`config.mk`:
```
export PLATFORM = sky130hd
export DESIGN_NAME = book_top
export DESIGN_NICKNAME = d
export VERILOG_FILES = /design/src/hw/book_pkg.sv /design/src/hw/book_top.sv /design/src/hw/book_state.sv /design/src/hw/book_update.sv /design/src/hw/book_match.sv /design/src/hw/book_cmd_port.sv
export SDC_FILE = /design/constraint.sdc
export NUM_CORES = 1
export LEC_CHECK = 0
export ABC_CLOCK_PERIOD_IN_PS = 4500
export CAP_MARGIN = 0
export CELL_PAD_IN_SITES_DETAIL_PLACEMENT = 1
export CELL_PAD_IN_SITES_GLOBAL_PLACEMENT = 2
export CORE_MARGIN = 5
export CORE_UTILIZATION = 37
export CTS_BUF_LIST = sky130_fd_sc_hd__clkbuf_8 sky130_fd_sc_hd__clkbuf_16
export DETAILED_ROUTE_END_ITERATION = 7
export DONT_BUFFER_PORTS = 1
export HOLD_SLACK_MARGIN = 0.03
export PLACE_DENSITY = 0.78
export SLEW_MARGIN = 25
export SYNTH_ARGS = -nofsm -noshare
export SYNTH_HDL_FRONTEND = slang
export SYNTH_HIERARCHICAL = 1
export SYNTH_SLANG_ARGS = --single-unit
export TNS_END_PERCENT = 10
```
`constraint.sdc`:
```
create_clock -name i_clk -period 4.5 [get_ports i_clk]
set_input_delay 0.45 -clock i_clk [delete_from_list [all_inputs] [get_ports i_clk]]
set_output_delay 0.45 -clock i_clk [all_outputs]
set_load 0.02 [all_outputs]
```
`src/hw/book_pkg.sv`:
```
// Order book shared definitions
package book_pkg;

  // Number of price levels held on the bid side
  localparam int ENTRIES_N = 8;

  // Price key width
  localparam int KEY_BITS = 16;

  // Volume width
  localparam int VOLUME_BITS = 16;

  // Count must reach ENTRIES_N inclusive
  localparam int COUNT_BITS = $clog2(ENTRIES_N + 1);

  typedef logic [KEY_BITS-1:0]    key_t;
  typedef logic [VOLUME_BITS-1:0] volume_t;
  typedef logic [COUNT_BITS-1:0]  count_t;

  // One bit per entry, bit ENTRIES_N-1 is the best price
  typedef logic [ENTRIES_N-1:0]   entry_mask_t;

  // Book commands
  typedef enum logic [1:0] {
    CMD_CLEAR   = 2'd0,
    CMD_ADD     = 2'd1,
    CMD_DELETE  = 2'd2,
    CMD_REPLACE = 2'd3
  } cmd_t;

  // Command port handshake states
  typedef enum logic [1:0] {
    PORT_IDLE     = 2'd0,
    PORT_EXEC     = 2'd1,
    PORT_ACK      = 2'd2,
    PORT_WAIT_LOW = 2'd3
  } port_state_t;

endpackage
```
`src/hw/book_top.sv`:
```
// Bid-side order book update stage
module book_top import book_pkg::*; (
    input  logic     i_clk
  , input  logic     i_arst_n
  , input  logic     i_req
  , input  cmd_t     i_cmd
  , input  key_t     i_key
  , input  volume_t  i_volume
  , output logic     o_ack
  , output logic     o_notify_vld
  , output key_t     o_notify_key
  , output volume_t  o_notify_volume
  , output count_t   o_count
  , output key_t     o_best_key
  , output volume_t  o_best_volume
);

  // Captured command
  logic                    exec;
  cmd_t                    cmd;
  key_t                    key;
  volume_t                 volume;
  // Match results
  entry_mask_t             match_sel;
  logic                    match_hit;
  entry_mask_t             insert_sel;
  // Current and next book
  entry_mask_t             vld;
  key_t [ENTRIES_N-1:0]    keys;
  volume_t [ENTRIES_N-1:0] volumes;
  entry_mask_t             vld_nxt;
  key_t [ENTRIES_N-1:0]    keys_nxt;
  volume_t [ENTRIES_N-1:0] volumes_nxt;

  book_cmd_port u_cmd_port (
      .i_clk(i_clk), .i_arst_n(i_arst_n), .i_req(i_req)
    , .i_cmd(i_cmd), .i_key(i_key), .i_volume(i_volume)
    , .o_ack(o_ack), .o_exec(exec), .o_cmd(cmd), .o_key(key), .o_volume(volume)
  );

  book_match u_match (
      .i_key(key), .i_vld(vld), .i_keys(keys)
    , .o_match_sel(match_sel), .o_match_hit(match_hit), .o_insert_sel(insert_sel)
  );

  book_update u_update (
      .i_cmd(cmd), .i_key(key), .i_volume(volume)
    , .i_match_sel(match_sel), .i_match_hit(match_hit), .i_insert_sel(insert_sel)
    , .i_vld(vld), .i_keys(keys), .i_volumes(volumes)
    , .o_vld_nxt(vld_nxt), .o_keys_nxt(keys_nxt), .o_volumes_nxt(volumes_nxt)
  );

  // Top bits of the one-hots mark a change to the best entry
  book_state u_state (
      .i_clk(i_clk), .i_arst_n(i_arst_n), .i_exec(exec), .i_cmd(cmd)
    , .i_match_hit(match_hit)
    , .i_match_top(match_sel[ENTRIES_N-1]), .i_insert_top(insert_sel[ENTRIES_N-1])
    , .i_vld_nxt(vld_nxt), .i_keys_nxt(keys_nxt), .i_volumes_nxt(volumes_nxt)
    , .o_vld(vld), .o_keys(keys), .o_volumes(volumes), .o_count(o_count)
    , .o_notify_vld(o_notify_vld), .o_notify_key(o_notify_key)
    , .o_notify_volume(o_notify_volume)
    , .o_best_key(o_best_key), .o_best_volume(o_best_volume)
  );

endmodule

```
`src/hw/book_state.sv`:
```
// Book registers, count and notify
module book_state import book_pkg::*; (
    input  logic                      i_clk
  , input  logic                      i_arst_n
  , input  logic                      i_exec
  , input  cmd_t                      i_cmd
  , input  logic                      i_match_hit
  , input  logic                      i_match_top
  , input  logic                      i_insert_top
  , input  entry_mask_t               i_vld_nxt
  , input  key_t [ENTRIES_N-1:0]      i_keys_nxt
  , input  volume_t [ENTRIES_N-1:0]   i_volumes_nxt
  , output entry_mask_t               o_vld
  , output key_t [ENTRIES_N-1:0]      o_keys
  , output volume_t [ENTRIES_N-1:0]   o_volumes
  , output count_t                    o_count
  , output logic                      o_notify_vld
  , output key_t                      o_notify_key
  , output volume_t                   o_notify_volume
  , output key_t                      o_best_key
  , output volume_t                   o_best_volume
);

  entry_mask_t             vld_q;
  key_t [ENTRIES_N-1:0]    keys_q;
  volume_t [ENTRIES_N-1:0] volumes_q;
  count_t                  count_q;
  count_t                  count_nxt;
  logic                    notify_q;
  logic                    notify_nxt;
  key_t                    notify_key_q;
  volume_t                 notify_volume_q;

  // Count follows the command, saturating when the book is full
  always_comb begin
    count_nxt = count_q;
    case (i_cmd)
      CMD_CLEAR:  count_nxt = '0;
      CMD_ADD:    if (count_q != count_t'(ENTRIES_N)) count_nxt = count_q + 1'b1;
      CMD_DELETE: if (i_match_hit) count_nxt = count_q - 1'b1;
      default:    count_nxt = count_q;
    endcase
  end

  // Best entry is touched by the command
  assign notify_nxt = ((i_cmd == CMD_CLEAR) & vld_q[ENTRIES_N-1]) |
                      ((i_cmd == CMD_ADD) & i_insert_top) |
                      ((i_cmd == CMD_DELETE) & i_match_top) |
                      ((i_cmd == CMD_REPLACE) & i_match_top);

  always_ff @(posedge i_clk or negedge i_arst_n) begin
    if (!i_arst_n) begin
      vld_q     <= '0;
      keys_q    <= '0;
      volumes_q <= '0;
      count_q   <= '0;
      notify_q  <= 1'b0;
    end else begin
      // Notify is a single-cycle pulse after exec
      notify_q <= i_exec & notify_nxt;
      if (i_exec) begin
        vld_q     <= i_vld_nxt;
        keys_q    <= i_keys_nxt;
        volumes_q <= i_volumes_nxt;
        count_q   <= count_nxt;
      end
    end
  end

  // Notify carries the best entry from before the command
  always_ff @(posedge i_clk) begin
    if (i_exec) begin
      notify_key_q    <= vld_q[ENTRIES_N-1] ? keys_q[ENTRIES_N-1] : '0;
      notify_volume_q <= vld_q[ENTRIES_N-1] ? volumes_q[ENTRIES_N-1] : '0;
    end
  end

  assign o_vld           = vld_q;
  assign o_keys          = keys_q;
  assign o_volumes       = volumes_q;
  assign o_count         = count_q;
  assign o_notify_vld    = notify_q;
  assign o_notify_key    = notify_key_q;
  assign o_notify_volume = notify_volume_q;
  // Invalid entries hold zero, so an empty book reads as zero
  assign o_best_key      = keys_q[ENTRIES_N-1];
  assign o_best_volume   = volumes_q[ENTRIES_N-1];

  // Valid entries packed from the top, no holes
  a_vld_contiguous: assert property (@(posedge i_clk) disable iff (!i_arst_n)
    ((~vld_q) & ((~vld_q) + 1'b1)) == '0);

  // Count tracks the valid vector built in book_update
  a_count_matches: assert property (@(posedge i_clk) disable iff (!i_arst_n)
    $countones(vld_q) == int'(count_q));

endmodule

```
`src/hw/book_update.sv`:
```
// Book next-state update
module book_update import book_pkg::*; (
    input  cmd_t                     i_cmd
  , input  key_t                     i_key
  , input  volume_t                  i_volume
  , input  entry_mask_t              i_match_sel
  , input  logic                     i_match_hit
  , input  entry_mask_t              i_insert_sel
  , input  entry_mask_t              i_vld
  , input  key_t [ENTRIES_N-1:0]     i_keys
  , input  volume_t [ENTRIES_N-1:0]  i_volumes
  , output entry_mask_t              o_vld_nxt
  , output key_t [ENTRIES_N-1:0]     o_keys_nxt
  , output volume_t [ENTRIES_N-1:0]  o_volumes_nxt
);

  logic        op_clr;
  logic        op_add;
  logic        op_del;
  logic        op_rep;
  entry_mask_t ins_therm;
  entry_mask_t match_therm;
  entry_mask_t take_new;
  entry_mask_t take_above;
  entry_mask_t take_below;
  entry_mask_t take_volume;

  // Command decode, delete and replace only act on a hit
  assign op_clr = (i_cmd == CMD_CLEAR);
  assign op_add = (i_cmd == CMD_ADD);
  assign op_del = (i_cmd == CMD_DELETE) & i_match_hit;
  assign op_rep = (i_cmd == CMD_REPLACE) & i_match_hit;

  // Thermometers: the selected entry and every entry below it
  assign ins_therm   = (i_insert_sel != '0) ?
                       (i_insert_sel | (i_insert_sel - entry_mask_t'(1))) : '0;
  assign match_therm = (i_match_sel != '0) ?
                       (i_match_sel | (i_match_sel - entry_mask_t'(1))) : '0;

  // Add: new entry at the slot, lower entries shift down one place
  assign take_new    = op_add ? i_insert_sel : '0;
  assign take_above  = op_add ? (ins_therm & ~i_insert_sel) : '0;
  // Delete: matched entry and below pull up from the next lower entry
  assign take_below  = op_del ? match_therm : '0;
  // Replace: volume only
  assign take_volume = op_rep ? i_match_sel : '0;

  for (genvar i = 0; i < ENTRIES_N; i++) begin : g_entry
    logic    vld_above;
    key_t    key_above;
    volume_t volume_above;
    logic    vld_below;
    key_t    key_below;
    volume_t volume_below;
    logic    vld_n;
    key_t    key_n;
    volume_t volume_n;

    // Nothing sits above the best entry
    if (i == ENTRIES_N - 1) begin : g_top
      assign vld_above    = 1'b0;
      assign key_above    = '0;
      assign volume_above = '0;
    end else begin : g_not_top
      assign vld_above    = i_vld[i+1];
      assign key_above    = i_keys[i+1];
      assign volume_above = i_volumes[i+1];
    end

    // Bottom entry zero-fills on a delete
    if (i == 0) begin : g_bottom
      assign vld_below    = 1'b0;
      assign key_below    = '0;
      assign volume_below = '0;
    end else begin : g_not_bottom
      assign vld_below    = i_vld[i-1];
      assign key_below    = i_keys[i-1];
      assign volume_below = i_volumes[i-1];
    end

    always_comb begin
      vld_n    = i_vld[i];
      key_n    = i_keys[i];
      volume_n = i_volumes[i];
      if (op_clr) begin
        vld_n    = 1'b0;
        key_n    = '0;
        volume_n = '0;
      end else if (take_new[i]) begin
        vld_n    = 1'b1;
        key_n    = i_key;
        volume_n = i_volume;
      end else if (take_above[i]) begin
        vld_n    = vld_above;
        key_n    = key_above;
        volume_n = volume_above;
      end else if (take_below[i]) begin
        vld_n    = vld_below;
        key_n    = key_below;
        volume_n = volume_below;
      end else if (take_volume[i]) begin
        volume_n = i_volume;
      end
    end

    assign o_vld_nxt[i]     = vld_n;
    assign o_keys_nxt[i]    = key_n;
    assign o_volumes_nxt[i] = volume_n;
  end

endmodule

```
`src/hw/book_match.sv`:
```
// Book key match and insertion point
module book_match import book_pkg::*; (
    input  key_t                  i_key
  , input  entry_mask_t           i_vld
  , input  key_t [ENTRIES_N-1:0]  i_keys
  , output entry_mask_t           o_match_sel
  , output logic                  o_match_hit
  , output entry_mask_t           o_insert_sel
);

  // Valid entries whose key is at least the command key
  entry_mask_t ge_mask;
  entry_mask_t match_sel;
  entry_mask_t insert_sel;

  for (genvar i = 0; i < ENTRIES_N; i++) begin : g_cmp
    // Exact key match, one-hot while keys stay unique
    assign match_sel[i] = i_vld[i] & (i_keys[i] == i_key);
    // Bid ordering: descending key from the top entry
    assign ge_mask[i]   = i_vld[i] & (i_keys[i] >= i_key);
  end

  // Leading-zero detect from the top of the ordering mask
  // Mask is a thermometer from the top, so the first zero sits just
  // below the last entry that outranks the new key
  always_comb begin
    logic seen_zero;
    seen_zero  = 1'b0;
    insert_sel = '0;
    for (int i = ENTRIES_N - 1; i >= 0; i--) begin
      insert_sel[i] = ~ge_mask[i] & ~seen_zero;
      seen_zero     = seen_zero | ~ge_mask[i];
    end
  end

  // All-ones mask leaves no slot: new key is below a full book

  assign o_match_sel  = match_sel;
  assign o_match_hit  = (match_sel != '0);
  assign o_insert_sel = insert_sel;

  // Keys in the book are unique, so at most one entry matches
  always_comb begin
    a_match_onehot: assert final ($onehot0(match_sel))
      else $error("book_match: multiple entries match key %h", i_key);
  end

endmodule

```
`src/hw/book_cmd_port.sv`:
```
// Book command handshake port
module book_cmd_port import book_pkg::*; (
    input  logic        i_clk
  , input  logic        i_arst_n
  , input  logic        i_req
  , input  cmd_t        i_cmd
  , input  key_t        i_key
  , input  volume_t     i_volume
  , output logic        o_ack
  , output logic        o_exec
  , output cmd_t        o_cmd
  , output key_t        o_key
  , output volume_t     o_volume
);

  port_state_t state_q;
  port_state_t state_nxt;
  logic        ack_q;
  logic        capture;
  cmd_t        cmd_q;
  key_t        key_q;
  volume_t     volume_q;

  // New command only accepted from idle
  assign capture = (state_q == PORT_IDLE) & i_req;

  always_comb begin
    state_nxt = state_q;
    case (state_q)
      PORT_IDLE:     if (i_req) state_nxt = PORT_EXEC;
      // Book loads during this single cycle
      PORT_EXEC:     state_nxt = PORT_ACK;
      PORT_ACK:      state_nxt = PORT_WAIT_LOW;
      // Hold ack until requester lets go
      PORT_WAIT_LOW: if (!i_req) state_nxt = PORT_IDLE;
      default:       state_nxt = PORT_IDLE;
    endcase
  end

  always_ff @(posedge i_clk or negedge i_arst_n) begin
    if (!i_arst_n) begin
      state_q <= PORT_IDLE;
      ack_q   <= 1'b0;
    end else begin
      state_q <= state_nxt;
      // Ack rises one cycle after the notify cycle
      if (state_q == PORT_ACK) begin
        ack_q <= 1'b1;
      end else if ((state_q == PORT_WAIT_LOW) && !i_req) begin
        ack_q <= 1'b0;
      end
    end
  end

  // Command payload, held stable while the book updates
  always_ff @(posedge i_clk) begin
    if (capture) begin
      cmd_q    <= i_cmd;
      key_q    <= i_key;
      volume_q <= i_volume;
    end
  end

  assign o_ack    = ack_q;
  assign o_exec   = (state_q == PORT_EXEC);
  assign o_cmd    = cmd_q;
  assign o_key    = key_q;
  assign o_volume = volume_q;

  // Exec never overlaps ack, and ack follows exec after two cycles
  a_exec_then_ack: assert property (@(posedge i_clk) disable iff (!i_arst_n)
    o_exec |-> !o_ack ##2 o_ack);

endmodule

```
==> results.md <==
- Worst Setup End Kind: flip-flop
- Total CTS buffers: 44
- Power Density: 586 nW/um2
- Pwr Total: 16.7 mW
- Final Instance Count excl. Fillers: 3,512
- DRT Pass-1 Iters: 7
- Critical Path Max Stage Delay: 0.63 ns
- Register area share after synthesis: 34.8%
- Share of cells above drive strength 1: 23.4%
- Final hold viol count: 272
- WHS: -0.397 ns
- Reg2reg start: u_cmd_port/o_key[3]
- Main flop type after synthesis: dfrtp_1
- Max clock buf depth: 3
- Max-cap violations: 0
- IO buf count: 0
- Critical path's slowest cell: or4_4
- Setup CP Type: reg2reg
- WL final: 86,800 um
- Max VDD drop: 0.000228 V
- Worst Setup Start Kind: flip-flop
- Fmax: 0.226 GHz
- Top sig layer: met5
- Top-count cell post-synth: mux2_2
- Final setup violation count: 0
- Worst-margin pin slew: 1.07 ns
- Slew HR: 28.8%
- Post-route ant nets: 0
- CTS tree: done
- Yosys cell types: 84
- Mean post-synth cell area: 9.54 um2
- Residual DRC: 0
- Final Cycle Share: 98.4%
- Slew Viols, Final: 0
- P_leak: 12.1 nW
- Post-synth ARST share: 80.5%
- Critical R2R Capture: u_state/o_volumes[96]
- Clock H-tree levels: 2
- Seq cells post-synth: 338
- Grt total ovfl: 0
- Placed Cells: 3,390
- Combinational share of power: 42.5%
- WL/cell: 24.7 um
- Root Buffer: clkbuf_16
- Post-synth net total: 2,825
- Starting density of the core: 37.5%
- Hold Buf Count CTS: 34
- Ranking of synthesized cells by area: dfrtp_1 (27%), mux2_2 (14%), edfxtp_1 (7.8%), ha_1 (6.9%), mux2i_1 (5.9%)
- RSZ-0062 raised after global routing: true
- I/O pin cnt: 107
- Worst hold path type: in2async
- Syn Std Cell Area: 25,300 um2
- First-pass GRT wire length: 137,000 um
- Routed vias: 22,000
- Critical Path AT: 4.90 ns
- Clock Skews: 0.0264 ns
- Setup TNS: 0 ns
- Synthesized netlist cell count: 2,648
- Nets: 2,779
- Synth top area share: 27.0%
- Die area: 73,600 um2
- Clock Latency Late Sink: 0.58 ns
- Worst path cell trace: inv_2, ha_1, and3_1, a221o_1, a221o_1, o31a_1, nand3_4, and4b_1, or4_4, buf_4, nor4_4, buf_6, buf_12, o31a_1, a21oi_1, mux2_2
- Cell-internal power: 9.84 mW
- DP HPWL: 61,600 um
- CTS clock-pin slew for the worst setup and hold paths: 0.06 ns
- M1 wire length: 40,500 um
- Cell taking the most area after synthesis: dfrtp_1
- Yosys Warn Count: 6
- Minimum clock period: 4.43 ns
- Drt initial violations: 1,857
- Commonest cells in the synthesized netlist: mux2_2 (313), dfrtp_1 (272), o21ai_0 (241)
- Clock Sinks: 338
- Via/cell ratio: 6.27
- Sw Ratio: 41.0%
- Status: finished, violations left
- Failing checks: negative hold slack
- Die Span X: 271 um
- Die Y: 271 um
- Clock power share: 21.4%
- Seq pwr share: 36.2%
- Met3 routed WL: 4920 um
- Area of the core: 67,400 um2
- P&R area growth vs syn: 12.7%
- CP required: 4.97 ns
- Row count: 95
- Vias in the first global route: 22,800
- Gr usage total: 22.7%
- Switching power total: 6.83 mW
- Reg2Reg Setup Slack: 0.07 ns
- GPL Wtd Cong: 0.864
- Pin count of the biggest net entering global routing: 273
- Post-synth EDFFs: 66
- R2R cell count: 16
- Met2 WL: 39,400 um
- Initial antenna violation count: 6
- CP max FO: 16
-- worst max-delay path: cells and delay by family (launching register included) --
| kind | cells | cell delay, ns |
|---|---|---|
| simple gates | 5 | 1.45 |
| buf+inv | 4 | 0.67 |
| fa+ha+maj | 1 | 0.27 |
| compound gates | 5 | 1.24 |
| mux | 1 | 0.27 |
| flops | 1 | 0.41 |
-- power groups by stage --
stage | sequential, mW | combinational [mW] | clock, mW
after floorplan | 5.41 | 5.29 | 0
after global placement | 5.95 | 6.44 | 0
after detailed placement | 6.04 | 6.82 | 0
after CTS | 5.99 | 6.93 | 3.66
after global routing | 6.20 | 7.73 | 3.77
final | 6.03 | 7.08 | 3.56
-- cell type report --
class	instances	area [um2]
clock buffers	52	1230
diodes	1	2.50
inverters	43	163
flip-flops and latches	338	8790
repair buffers	191	1770
clock inverters	30	214
well taps	873	1090
fillers	7514	38900
multi-input cells	1984	15200
-- cell usage in the layout, fill, tap and decap left out, types with 17 or more instances in the layout --
cell and instances:
nand2_1 146, o221ai_1 31, a22o_1 17, a31o_2 17, o21ai_1 32, buf_4 134
a21oi_1 238, nand4_1 22, a221o_1 19, edfxtp_1 66, mux2_2 313, ha_1 138
nand3_1 81, clkbuf_16 47, o31a_1 17, o21a_1 17, nor3_1 29, dfrtp_1 272
dlygate4sd3_1 34, and3_1 22, inv_1 57, a22oi_1 34, a311oi_1 32, mux2i_1 150
nor2_1 95, and2_1 38, o21ai_0 234, o22ai_1 32, a32oi_1 17, o2bb2ai_1 31
-- metal layers --
layer	track usage, %	vias to the layer above
li1	-	9959
met1	32.3	11200
met2	36.2	663
met3	3.51	127
met4	5.66	8
met5	0	-
-- repair_timing --
action,CTS,global route
setup endpoints to repair,83,185
hold endpoints to repair,306,272
resized for setup,6,42
gates cloned,0,1
setup buffers,0,4
pin swaps,0,8
-- how the worst max path moves through the flow --
stage	slack, ns	end	start	depth (start not counted)
floorplan	0.29	u_state/o_vld[5]	u_cmd_port/o_key[3]	16
global placement	0.06	u_state/o_vld[5]	u_cmd_port/o_key[3]	14
detailed placement	-0.12	u_state/o_volumes[92]	u_cmd_port/o_key[0]	15
CTS	0.006	u_state/o_volumes[83]	u_cmd_port/o_key[1]	14
global route	-0.08	u_state/o_volumes[111]	u_cmd_port/o_key[0]	17
finish	0.07	u_state/o_volumes[96]	u_cmd_port/o_key[3]	16
-- stage by stage --
| stage | area [um2] | worst slack, ns | utilization (%) |
|---|---|---|---|
| 5_1_grt | 28500 | -0.0786 | 42.2 |
| 3_3_place_gp | 26400 | 0.0594 | 39.2 |
| 4_1_cts | 28200 | 0.00618 | 41.9 |
| 3_5_place_dp | 26400 | -0.117 | 39.2 |
| 6_report | 28500 | 0.0712 | 42.2 |
| 2_1_floorplan | 25300 | 0.289 | - |
-- cells by family after synthesis --
logic type	synth area share, %
AO/OA/AOI/OAI	22.5
XOR/XNOR	0.0694
adder cells (fa/ha/maj)	6.94
buffers and inverters	6.02
flip-flops	34.8
multiplexers	19.9
AND/OR/NAND/NOR	9.77
-- flip-flops by register name, summed over array words and instances, names as in the netlist, 2 cells and up --
| register | flops |
|---|---|
| u_state/o_notify_key | 16 |
| u_cmd_port/o_key | 16 |
| u_state/o_count | 4 |
| u_state/o_notify_volume | 16 |
| u_state/o_best_volume | 16 |
| u_cmd_port/o_volume | 16 |
| u_state/o_volumes | 112 |
| u_state/o_best_key | 16 |
| u_state/o_keys | 112 |
| u_cmd_port/state_q | 2 |
| u_cmd_port/o_cmd | 2 |
| u_state/o_vld | 8 |
Note: power is estimated with default switching activity, not from simulation.
